**src/verilog/mbus_frame_pkg.sv**
```systemverilog
package mbus_frame_pkg;

	localparam int addr_width = 8;
	localparam int data_width = 32;
	localparam int frame_bits = 1 + addr_width + data_width;	// start + addr + data

	// unicast view of the address byte
	typedef struct packed {
		logic [addr_width/2-1:0]	prefix;
		logic [addr_width/2-1:0]	fid;
	} mbus_ucast_t;

	// broadcast view, upper nibble is zero
	typedef struct packed {
		logic [addr_width/2-1:0]	zero;
		logic [addr_width/2-1:0]	channel;
	} mbus_bcast_t;

	typedef union packed {
		mbus_ucast_t	ucast;
		mbus_bcast_t	bcast;
	} mbus_addr_u;

	typedef struct packed {
		mbus_addr_u				addr;
		logic [data_width-1:0]	data;
	} mbus_frame_t;

	typedef struct packed {
		mbus_frame_t	frame;
		logic			valid;	// one cycle strobe
	} mbus_tx_req_t;

endpackage

```
**src/verilog/mbus_power_pkg.sv**
```systemverilog
package mbus_power_pkg;

	// wake sequence, one state per released signal
	typedef enum logic [2:0] {
		pwr_sleep,
		pwr_on,
		pwr_clk,
		pwr_rst,
		pwr_awake
	} pwr_state_e;

	typedef struct packed {
		logic	power_on;
		logic	release_clk;
		logic	release_rst;
		logic	release_iso;
	} mbus_pwr_t;

	localparam int wake_step = 4;	// cycles between sequence steps

	// broadcast channel carrying the sleep command
	localparam logic [3:0] sleep_channel = 4'd1;

endpackage

```
**src/verilog/mbus_sleep_ctrl.sv**
```systemverilog
`timescale 1ns/1ns

module mbus_sleep_ctrl
	import mbus_power_pkg::*;
(
	input	logic		clk_ext,
	input	logic		rst_n,
	input	logic		wake_req,
	input	logic		sleep_req,
	output	mbus_pwr_t	pwr
);

pwr_state_e						state;
logic [$clog2(wake_step)-1:0]	step_cnt;
logic							step_end;

assign step_end = int'(step_cnt) == wake_step - 1;

always_ff @(posedge clk_ext or negedge rst_n)
begin
	if (!rst_n)
	begin
		state <= pwr_sleep;
		step_cnt <= '0;
	end
	else if (sleep_req)
	begin
		// drop everything at once
		state <= pwr_sleep;
		step_cnt <= '0;
	end
	else
	begin
		case (state)
			pwr_sleep:
			begin
				step_cnt <= '0;
				if (wake_req)
					state <= pwr_on;
			end
			pwr_on, pwr_clk, pwr_rst:
			begin
				step_cnt <= step_cnt + 1'b1;
				if (step_end)
				begin
					step_cnt <= '0;
					if (state == pwr_on)
						state <= pwr_clk;
					else if (state == pwr_clk)
						state <= pwr_rst;
					else
						state <= pwr_awake;
				end
			end
			default:
				step_cnt <= '0;	// awake, extra wake requests ignored
		endcase
	end
end

always_comb
begin
	pwr.power_on = state != pwr_sleep;
	pwr.release_clk = state inside {pwr_clk, pwr_rst, pwr_awake};
	pwr.release_rst = state inside {pwr_rst, pwr_awake};
	pwr.release_iso = state == pwr_awake;
end

endmodule

```
**src/verilog/mbus_wake_req.sv**
```systemverilog
`timescale 1ns/1ns

module mbus_wake_req
	import mbus_power_pkg::*;
(
	input	logic		clk_ext,
	input	logic		rst_n,
	input	logic		din,
	input	logic		req_int,
	input	mbus_pwr_t	pwr,
	output	logic		wake_req
);

logic	ring_start;

// start bit while the gated domain is off
assign ring_start = !din && !pwr.power_on;

// sticky until the layer sees the bus released
always_ff @(posedge clk_ext or negedge rst_n)
begin
	if (!rst_n)
		wake_req <= 1'b0;
	else if (pwr.release_iso)
		wake_req <= 1'b0;
	else if (req_int || ring_start)
		wake_req <= 1'b1;
end

endmodule

```
**src/verilog/mbus_frame_engine.sv**
```systemverilog
`timescale 1ns/1ns

module mbus_frame_engine
	import mbus_frame_pkg::*, mbus_power_pkg::*;
#(
	parameter logic [3:0] node_prefix = 4'ha
)
(
	input	logic			clk_ext,
	input	logic			rst_n,
	input	mbus_pwr_t		pwr,
	input	logic			din,
	input	mbus_tx_req_t	tx_req,
	output	mbus_frame_t	rx_frame,
	output	logic			rx_strobe,
	output	logic			rx_bcast,
	output	logic			tx_done,
	output	logic			tx_err,
	output	logic			sleep_req,
	output	logic			tx_active,
	output	logic			tx_bit
);

logic							en;
logic							rx_busy;
logic [$clog2(frame_bits)-1:0]	rx_cnt;
logic [$clog2(frame_bits)-1:0]	idle_cnt;	// consecutive high samples, saturating
logic							synced;
mbus_frame_t					rx_sr;
mbus_frame_t					rx_next;
logic							rx_start, rx_last, rx_hit, rx_is_bcast;
logic							tx_busy;
logic [$clog2(frame_bits)-1:0]	tx_cnt;
logic [frame_bits-1:0]			tx_sr;
logic							tx_ok, tx_last, line_idle;

assign en = pwr.power_on & pwr.release_rst;

assign rx_next = {rx_sr[addr_width+data_width-2:0], din};
assign rx_is_bcast = rx_next.addr.bcast.zero == '0;
assign rx_hit = rx_is_bcast || rx_next.addr.ucast.prefix == node_prefix;
// a start is trusted only once the ring was seen idle for a whole frame
assign rx_start = synced && !din && !rx_busy && !tx_busy;
assign rx_last = rx_busy && int'(rx_cnt) == frame_bits - 2;

assign line_idle = din && idle_cnt != '0;
assign tx_ok = tx_req.valid && pwr.release_iso && synced && line_idle && !rx_busy && !tx_busy;
assign tx_last = tx_busy && int'(tx_cnt) == frame_bits - 1;

assign rx_frame = rx_sr;
assign tx_active = tx_busy;
assign tx_bit = tx_sr[frame_bits-1];	// msb first

always_ff @(posedge clk_ext or negedge rst_n)
begin
	if (!rst_n)
	begin
		rx_busy <= 1'b0;
		rx_cnt <= '0;
		idle_cnt <= '0;
		synced <= 1'b0;
		rx_strobe <= 1'b0;
		rx_bcast <= 1'b0;
		sleep_req <= 1'b0;
	end
	else if (!en)
	begin
		rx_busy <= 1'b0;
		rx_cnt <= '0;
		idle_cnt <= '0;
		synced <= 1'b0;
		rx_strobe <= 1'b0;
		rx_bcast <= 1'b0;
		sleep_req <= 1'b0;
	end
	else
	begin
		rx_strobe <= 1'b0;
		sleep_req <= 1'b0;
		if (!din)
			idle_cnt <= '0;
		else if (int'(idle_cnt) < frame_bits - 1)
			idle_cnt <= idle_cnt + 1'b1;
		if (int'(idle_cnt) == frame_bits - 1)
			synced <= 1'b1;
		if (rx_start)
		begin
			rx_busy <= 1'b1;
			rx_cnt <= '0;
		end
		else if (rx_busy)
		begin
			rx_cnt <= rx_cnt + 1'b1;
			if (rx_last)
			begin
				rx_busy <= 1'b0;
				rx_strobe <= rx_hit;
				rx_bcast <= rx_is_bcast;
				sleep_req <= rx_is_bcast && rx_next.addr.bcast.channel == sleep_channel;
			end
		end
	end
end

always_ff @(posedge clk_ext or negedge rst_n)
begin
	if (!rst_n)
	begin
		tx_busy <= 1'b0;
		tx_cnt <= '0;
		tx_done <= 1'b0;
		tx_err <= 1'b0;
	end
	else if (!en)
	begin
		tx_busy <= 1'b0;
		tx_cnt <= '0;
		tx_done <= 1'b0;
		tx_err <= 1'b0;
	end
	else
	begin
		tx_done <= tx_last;
		tx_err <= tx_req.valid && !tx_ok;	// busy line or rx in progress
		if (tx_ok)
		begin
			tx_busy <= 1'b1;
			tx_cnt <= '0;
		end
		else if (tx_busy)
		begin
			tx_cnt <= tx_cnt + 1'b1;
			if (tx_last)
				tx_busy <= 1'b0;
		end
	end
end

always_ff @(posedge clk_ext)
begin
	if (rx_busy)
		rx_sr <= rx_next;
	if (tx_ok)
		tx_sr <= {1'b0, tx_req.frame};	// start bit first
	else if (tx_busy)
		tx_sr <= {tx_sr[frame_bits-2:0], 1'b1};
end

endmodule

```
**src/verilog/mbus_isolation.sv**
```systemverilog
`timescale 1ns/1ns

module mbus_isolation
	import mbus_frame_pkg::*, mbus_power_pkg::*;
(
	input	mbus_pwr_t		pwr,
	input	mbus_frame_t	rx_frame,
	input	logic			rx_strobe,
	input	logic			rx_bcast,
	input	logic			tx_done,
	input	logic			tx_err,
	input	mbus_tx_req_t	tx_req_lc,
	output	mbus_frame_t	rx,
	output	logic			rx_req,
	output	logic			rx_broadcast,
	output	logic			tx_succ,
	output	logic			tx_fail,
	output	mbus_tx_req_t	tx_req_bc,
	output	mbus_pwr_t		lc_pwr
);

// layer bound, clamped while the gated side is isolated
always_comb
begin
	if (pwr.release_iso)
	begin
		rx = rx_frame;
		rx_req = rx_strobe;
		rx_broadcast = rx_bcast;
		tx_succ = tx_done;
		tx_fail = tx_err;
	end
	else
	begin
		rx = '0;
		rx_req = 1'b0;
		rx_broadcast = 1'b0;
		tx_succ = 1'b0;
		tx_fail = 1'b0;
	end
end

// request silently dropped during isolation
assign tx_req_bc = pwr.release_iso ? tx_req_lc : '0;

assign lc_pwr = pwr;

endmodule

```
**src/verilog/mbus_wire_ctrl.sv**
```systemverilog
`timescale 1ns/1ns

module mbus_wire_ctrl
(
	input	logic	clk_ext,
	input	logic	rst_n,
	input	logic	din,
	input	logic	tx_active,
	input	logic	tx_bit,
	output	logic	dout
);

logic	fwd_q;	// one cycle ring delay

always_ff @(posedge clk_ext or negedge rst_n)
begin
	if (!rst_n)
		fwd_q <= 1'b1;	// ring idles high
	else
		fwd_q <= din;
end

// node owns the line while sending
assign dout = tx_active ? tx_bit : fwd_q;

endmodule

```
**src/verilog/mbus_layer_wrapper.sv**
```systemverilog
`timescale 1ns/1ns

module mbus_layer_wrapper
	import mbus_frame_pkg::*, mbus_power_pkg::*;
#(
	parameter logic [3:0] node_prefix = 4'ha
)
(
	input	logic			clk_ext,
	input	logic			rst_n,
	input	logic			din,
	input	logic			req_int,
	input	mbus_tx_req_t	tx_req,
	output	logic			dout,
	output	mbus_frame_t	rx,
	output	logic			rx_req,
	output	logic			rx_broadcast,
	output	logic			tx_succ,
	output	logic			tx_fail,
	output	mbus_pwr_t		lc_pwr
);

mbus_pwr_t		pwr;
logic			wake_req, sleep_req;
mbus_frame_t	rx_frame;
logic			rx_strobe, rx_bcast, tx_done, tx_err;
logic			tx_active, tx_bit;
mbus_tx_req_t	tx_req_bc;

mbus_sleep_ctrl s0 (
	.clk_ext	(clk_ext),
	.rst_n		(rst_n),
	.wake_req	(wake_req),
	.sleep_req	(sleep_req),
	.pwr		(pwr)
);

// always on, sees the raw ring
mbus_wake_req wk0 (
	.clk_ext	(clk_ext),
	.rst_n		(rst_n),
	.din		(din),
	.req_int	(req_int),
	.pwr		(pwr),
	.wake_req	(wake_req)
);

// gated domain
mbus_frame_engine #(.node_prefix(node_prefix)) fe0 (
	.clk_ext	(clk_ext),
	.rst_n		(rst_n),
	.pwr		(pwr),
	.din		(din),
	.tx_req		(tx_req_bc),
	.rx_frame	(rx_frame),
	.rx_strobe	(rx_strobe),
	.rx_bcast	(rx_bcast),
	.tx_done	(tx_done),
	.tx_err		(tx_err),
	.sleep_req	(sleep_req),
	.tx_active	(tx_active),
	.tx_bit		(tx_bit)
);

mbus_isolation iso0 (
	.pwr			(pwr),
	.rx_frame		(rx_frame),
	.rx_strobe		(rx_strobe),
	.rx_bcast		(rx_bcast),
	.tx_done		(tx_done),
	.tx_err			(tx_err),
	.tx_req_lc		(tx_req),
	.rx				(rx),
	.rx_req			(rx_req),
	.rx_broadcast	(rx_broadcast),
	.tx_succ		(tx_succ),
	.tx_fail		(tx_fail),
	.tx_req_bc		(tx_req_bc),
	.lc_pwr			(lc_pwr)
);

mbus_wire_ctrl wc0 (
	.clk_ext	(clk_ext),
	.rst_n		(rst_n),
	.din		(din),
	.tx_active	(tx_active),
	.tx_bit		(tx_bit),
	.dout		(dout)
);

endmodule

```
**config.mk**
```make
export PLATFORM = sky130hd
export DESIGN_NAME = mbus_layer_wrapper
export DESIGN_NICKNAME = d
export VERILOG_FILES = /design/src/verilog/mbus_frame_pkg.sv /design/src/verilog/mbus_power_pkg.sv /design/src/verilog/mbus_sleep_ctrl.sv /design/src/verilog/mbus_wake_req.sv /design/src/verilog/mbus_frame_engine.sv /design/src/verilog/mbus_isolation.sv /design/src/verilog/mbus_wire_ctrl.sv /design/src/verilog/mbus_layer_wrapper.sv
export SDC_FILE = /design/constraint.sdc
export NUM_CORES = 1
export LEC_CHECK = 0
export ABC_CLOCK_PERIOD_IN_PS = 4050
export BUFFER_PORTS_ARGS = -buffer_cell sky130_fd_sc_hd__clkbuf_2
export CAP_MARGIN = 0
export CORE_MARGIN = 10
export CORE_UTILIZATION = 57
export CTS_BUF_LIST = sky130_fd_sc_hd__clkbuf_2
export CTS_CLUSTER_SIZE = 14
export DETAILED_ROUTE_END_ITERATION = 10
export PLACE_DENSITY = 0.82
export SLEW_MARGIN = 40
export SYNTH_ARGS = -nofsm -noshare
export SYNTH_HDL_FRONTEND = slang
export SYNTH_SLANG_ARGS = --single-unit
```
**constraint.sdc**
```tcl
create_clock -name clk_ext -period 4.05 [get_ports clk_ext]
set_clock_uncertainty 0.1 [all_clocks]
set_input_delay 0.405 -clock clk_ext [delete_from_list [all_inputs] [get_ports clk_ext]]
set_output_delay 0.405 -clock clk_ext [all_outputs]
set_load 0.05 [all_outputs]
```
==> impl_metrics.py <==
metrics = {
    "yosys": {
        "yosysWarnings": 0,
        "synth.yosys.seq_area_share": 0.661,
        "syn-cell-area_sq_mm": 0.00491,
        "synth_flop_cell": "edfxtp_1",
        "synthCells": 424,
        "async_reset_ff_frac": 0.289,
        "synth_fp_nets": 475,
        "synth_edf_count": 80,
        "synth_cell_types": 46,
        "avgSynthCellArea_sq_um": 11.6,
        "ys_ff_latch": 114,
    },
    "timing": {
        "period_minus_slack_ps": 3410,
        "whs_ps": 270,
        "slew_headroom": 0.509,
        "final_hold_viol_count": 0,
        "maxSlewViolCount": 0,
        "tns_ps": 0,
        "rsz0062_at_grt": "false",
        "max_freq_ghz": 0.294,
        "period_share": 0.841,
        "setup_viol": 0,
        "tightest_slew_ps": 737,
    },
    "placement": {
        "placed_cells": 609,
        "routabilityCongestion": 0.777,
        "port_buffers": 93,
        "place_hpwl_microns": 7020,
    },
    "power_and_ir_drop": {
        "clkPwrFrac": 0.290,
        "power.density_mw_per_mm2": 468,
        "power.leakage_nw": 2.56,
        "switching_share": 0.358,
        "p_sw_mw": 1.04,
        "intPower_mw": 1.87,
        "vdd_drop_max_v": 0.000288,
        "seqPwrFrac": 0.450,
        "p_total_mw": 2.91,
        "comb_power_share": 0.260,
    },
    "grt": {
        "grt-ovfl-total": 0,
        "grt_pass1_wl_microns": 18100,
        "grt_pass1_vias": 3607,
        "grt_use_total": 0.175,
        "grt_max_degree": 50,
        "antenna_found_initial": 0,
    },
    "drt": {
        "detailroute.via_count": 3630,
        "wl_per_cell_microns": 16.4,
        "routed_wl_microns": 11200,
        "antenna_left": 0,
        "viasPerCell": 5.30,
        "drc": 0,
        "drt_iter0_markers": 248,
        "first_pass_iters": 5,
    },
    "floorplanning": {
        "coreArea_sq_mm": 0.00830,
        "die_h_microns": 113,
        "die_w_microns": 113,
        "die_area_sq_mm": 0.0127,
        "num_io_pins": 94,
        "start_util": 0.592,
        "row_count": 33,
    },
    "clocking": {
        "h-tree-depth": 4,
        "cts_sinks": 114,
        "cts.path.max_buffers": 2,
        "postCtsSetupBuffers": 0,
        "cts_root_buffer": "clkbuf_2",
        "clock_latency_ps": 630,
        "clk_pin_slew_ps": 170,
        "cts_tree": "done",
        "numCtsBuffers": 17,
    },
    "final_layout": {
        "num-fill-cells": 506,
        "drive_gt1_frac": 0.245,
        "stdcell_count": 685,
        "antennaDiodeCount": 0,
        "area_growth_pct": 26.4,
        "finish.utilization": 0.749,
        "nNetsFinal": 618,
    },
    "worst_setup_path": {
        "worstPathArrival_ps": 2900,
        "path_class": "flip-flop to primary output",
        "cp_max_fo": 46,
        "cp.required_ps": 3540,
        "path_cells": "or3b_4, clkinv_4, buf_4, nor2_4, inv_2, clkbuf_2",
        "slowest_delay_ps": 490,
        "end_kind": "primary output",
        "cpMaxStageDelayCell": "dfrtp_1",
        "startpoint": "s0.state[0]",
        "start_kind": "flip-flop",
        "rr_worst_depth": 7,
        "r2r_start": "s0.state[0]",
    },
    "status": {
        "status": "finished clean",
    },
    "job": {
        "maxCapViolCount": 0,
    },
    "hold_path": {
        "hp-class": "input port to asynchronous set/reset pin",
    },
}
[layout by cell type (no fill, tap or decap), drive strengths merged, types with 2 or more instances in the layout]
cell,n
a21oi,5
a31oi,2
and2,45
and3,6
buf,7
bufinv,4
clkbuf,110
clkinv,5
clkinvlp,5
dfrtp,32
dlygate4sd3,44
edfxtp,80
ha,6
inv,13
mux2,2
nand2,91
nand3,7
nand4,4
nor2,25
nor3,4
nor4,2
o21ai,43
o31ai,2
or3,3
or3b,2
or4b,2
xnor2,6
xor2,7
[power groups by stage]
stage          logic (mW)  registers, mW  clock network [mW]
2_1_floorplan       0.549           1.32                   0
3_3_place_gp        0.708           1.33                   0
3_5_place_dp        0.721           1.33                   0
4_1_cts             0.759           1.31               0.851
5_1_grt             0.814           1.31               0.915
6_report            0.758           1.31               0.843
[logic make-up after synthesis]
family / after synthesis / share of synthesized area
mux: 3 / 0.00662
xor+xnor: 13 / 0.0232
fa+ha+maj: 6 / 0.0153
compound gates: 61 / 0.0741
buf+inv: 32 / 0.0272
simple gates: 195 / 0.192
flops: 114 / 0.661
[worst max-delay path, delay by kind of cell, from the launching register on]
family | cells | cell delay (ps)
buffers and inverters | 4 | 1180
DFF | 1 | 490
and+or+nand+nor | 2 | 600
[final cells by class]
class                   instances  area (sq um)  area share
multi-input cells             278          1530       0.246
clock buffers                  18          90.1      0.0145
repair buffers                143           966       0.155
well taps                     105           131      0.0211
flip-flops and latches        114          3250       0.524
clock inverters                14           188      0.0302
inverters                      13          53.8     0.00866
[stage by stage]
step | area (sq um) | setup WS [ps]
4_1_cts | 6200 | 600
3_5_place_dp | 5490 | 1050
6_report | 6210 | 644
5_1_grt | 6210 | 392
3_3_place_gp | 5460 | 1150
2_1_floorplan | 4910 | 925
[flip-flops by register name (all words and copies together) (netlist names)]
name,cells
fe0.rx_bcast,1
wk0.wake_req,1
fe0.tx_cnt,6
fe0.rx_cnt,6
fe0.tx_err,1
fe0.rx_busy,1
s0.step_cnt,2
fe0.idle_cnt,6
fe0.rx_strobe,1
fe0.tx_active,1
fe0.rx_frame,40
fe0.synced,1
fe0.sleep_req,1
wc0.fwd_q,1
s0.state,3
fe0.tx_done,1
fe0.tx_sr,41
[what timing repair did]
item	CTS	global route
gates resized for setup	0	0
hold buffers	43	1
endpoints found under the setup margin	0	0
hold endpoints to repair	75	1
[cells in the mapped netlist, types with 5 or more instances]
library cell  instances  area, sq um
a21oi_1               5         25.0
and2_1               45          282
and3_1                6         37.5
clkbuf_1             14         52.6
dfrtp_1              32          801
edfxtp_1             80         2400
ha_1                  6         75.1
inv_1                11         41.3
nand2_1              91          342
nand3_1               7         35.0
nor2_1               24         90.1
o21ai_1              39          195
xnor2_1               6         52.6
xor2_1                7         61.3
[per-layer routing]
metal  wire length (microns)  track usage
met1                    4730        0.210
met2                    5550        0.287
met3                     779       0.0639
met4                     147       0.0550
met5                       0            0
[worst paths after layout]
| kind | slack [ps] | end |
|---|---|---|
| max in group asynchronous | 3030 | fe0.rx_busy |
| worst min-delay path | 270 | s0.step_cnt[0] |
| min in group clk_ext | 350 | fe0.rx_frame[1] |
| worst min register to register | 350 | fe0.rx_frame[1] |
| worst max register to register | 1000 | fe0.tx_sr[33] |
| worst max-delay path | 640 | lc_pwr[1] |
(Power assumes the default switching activity.)
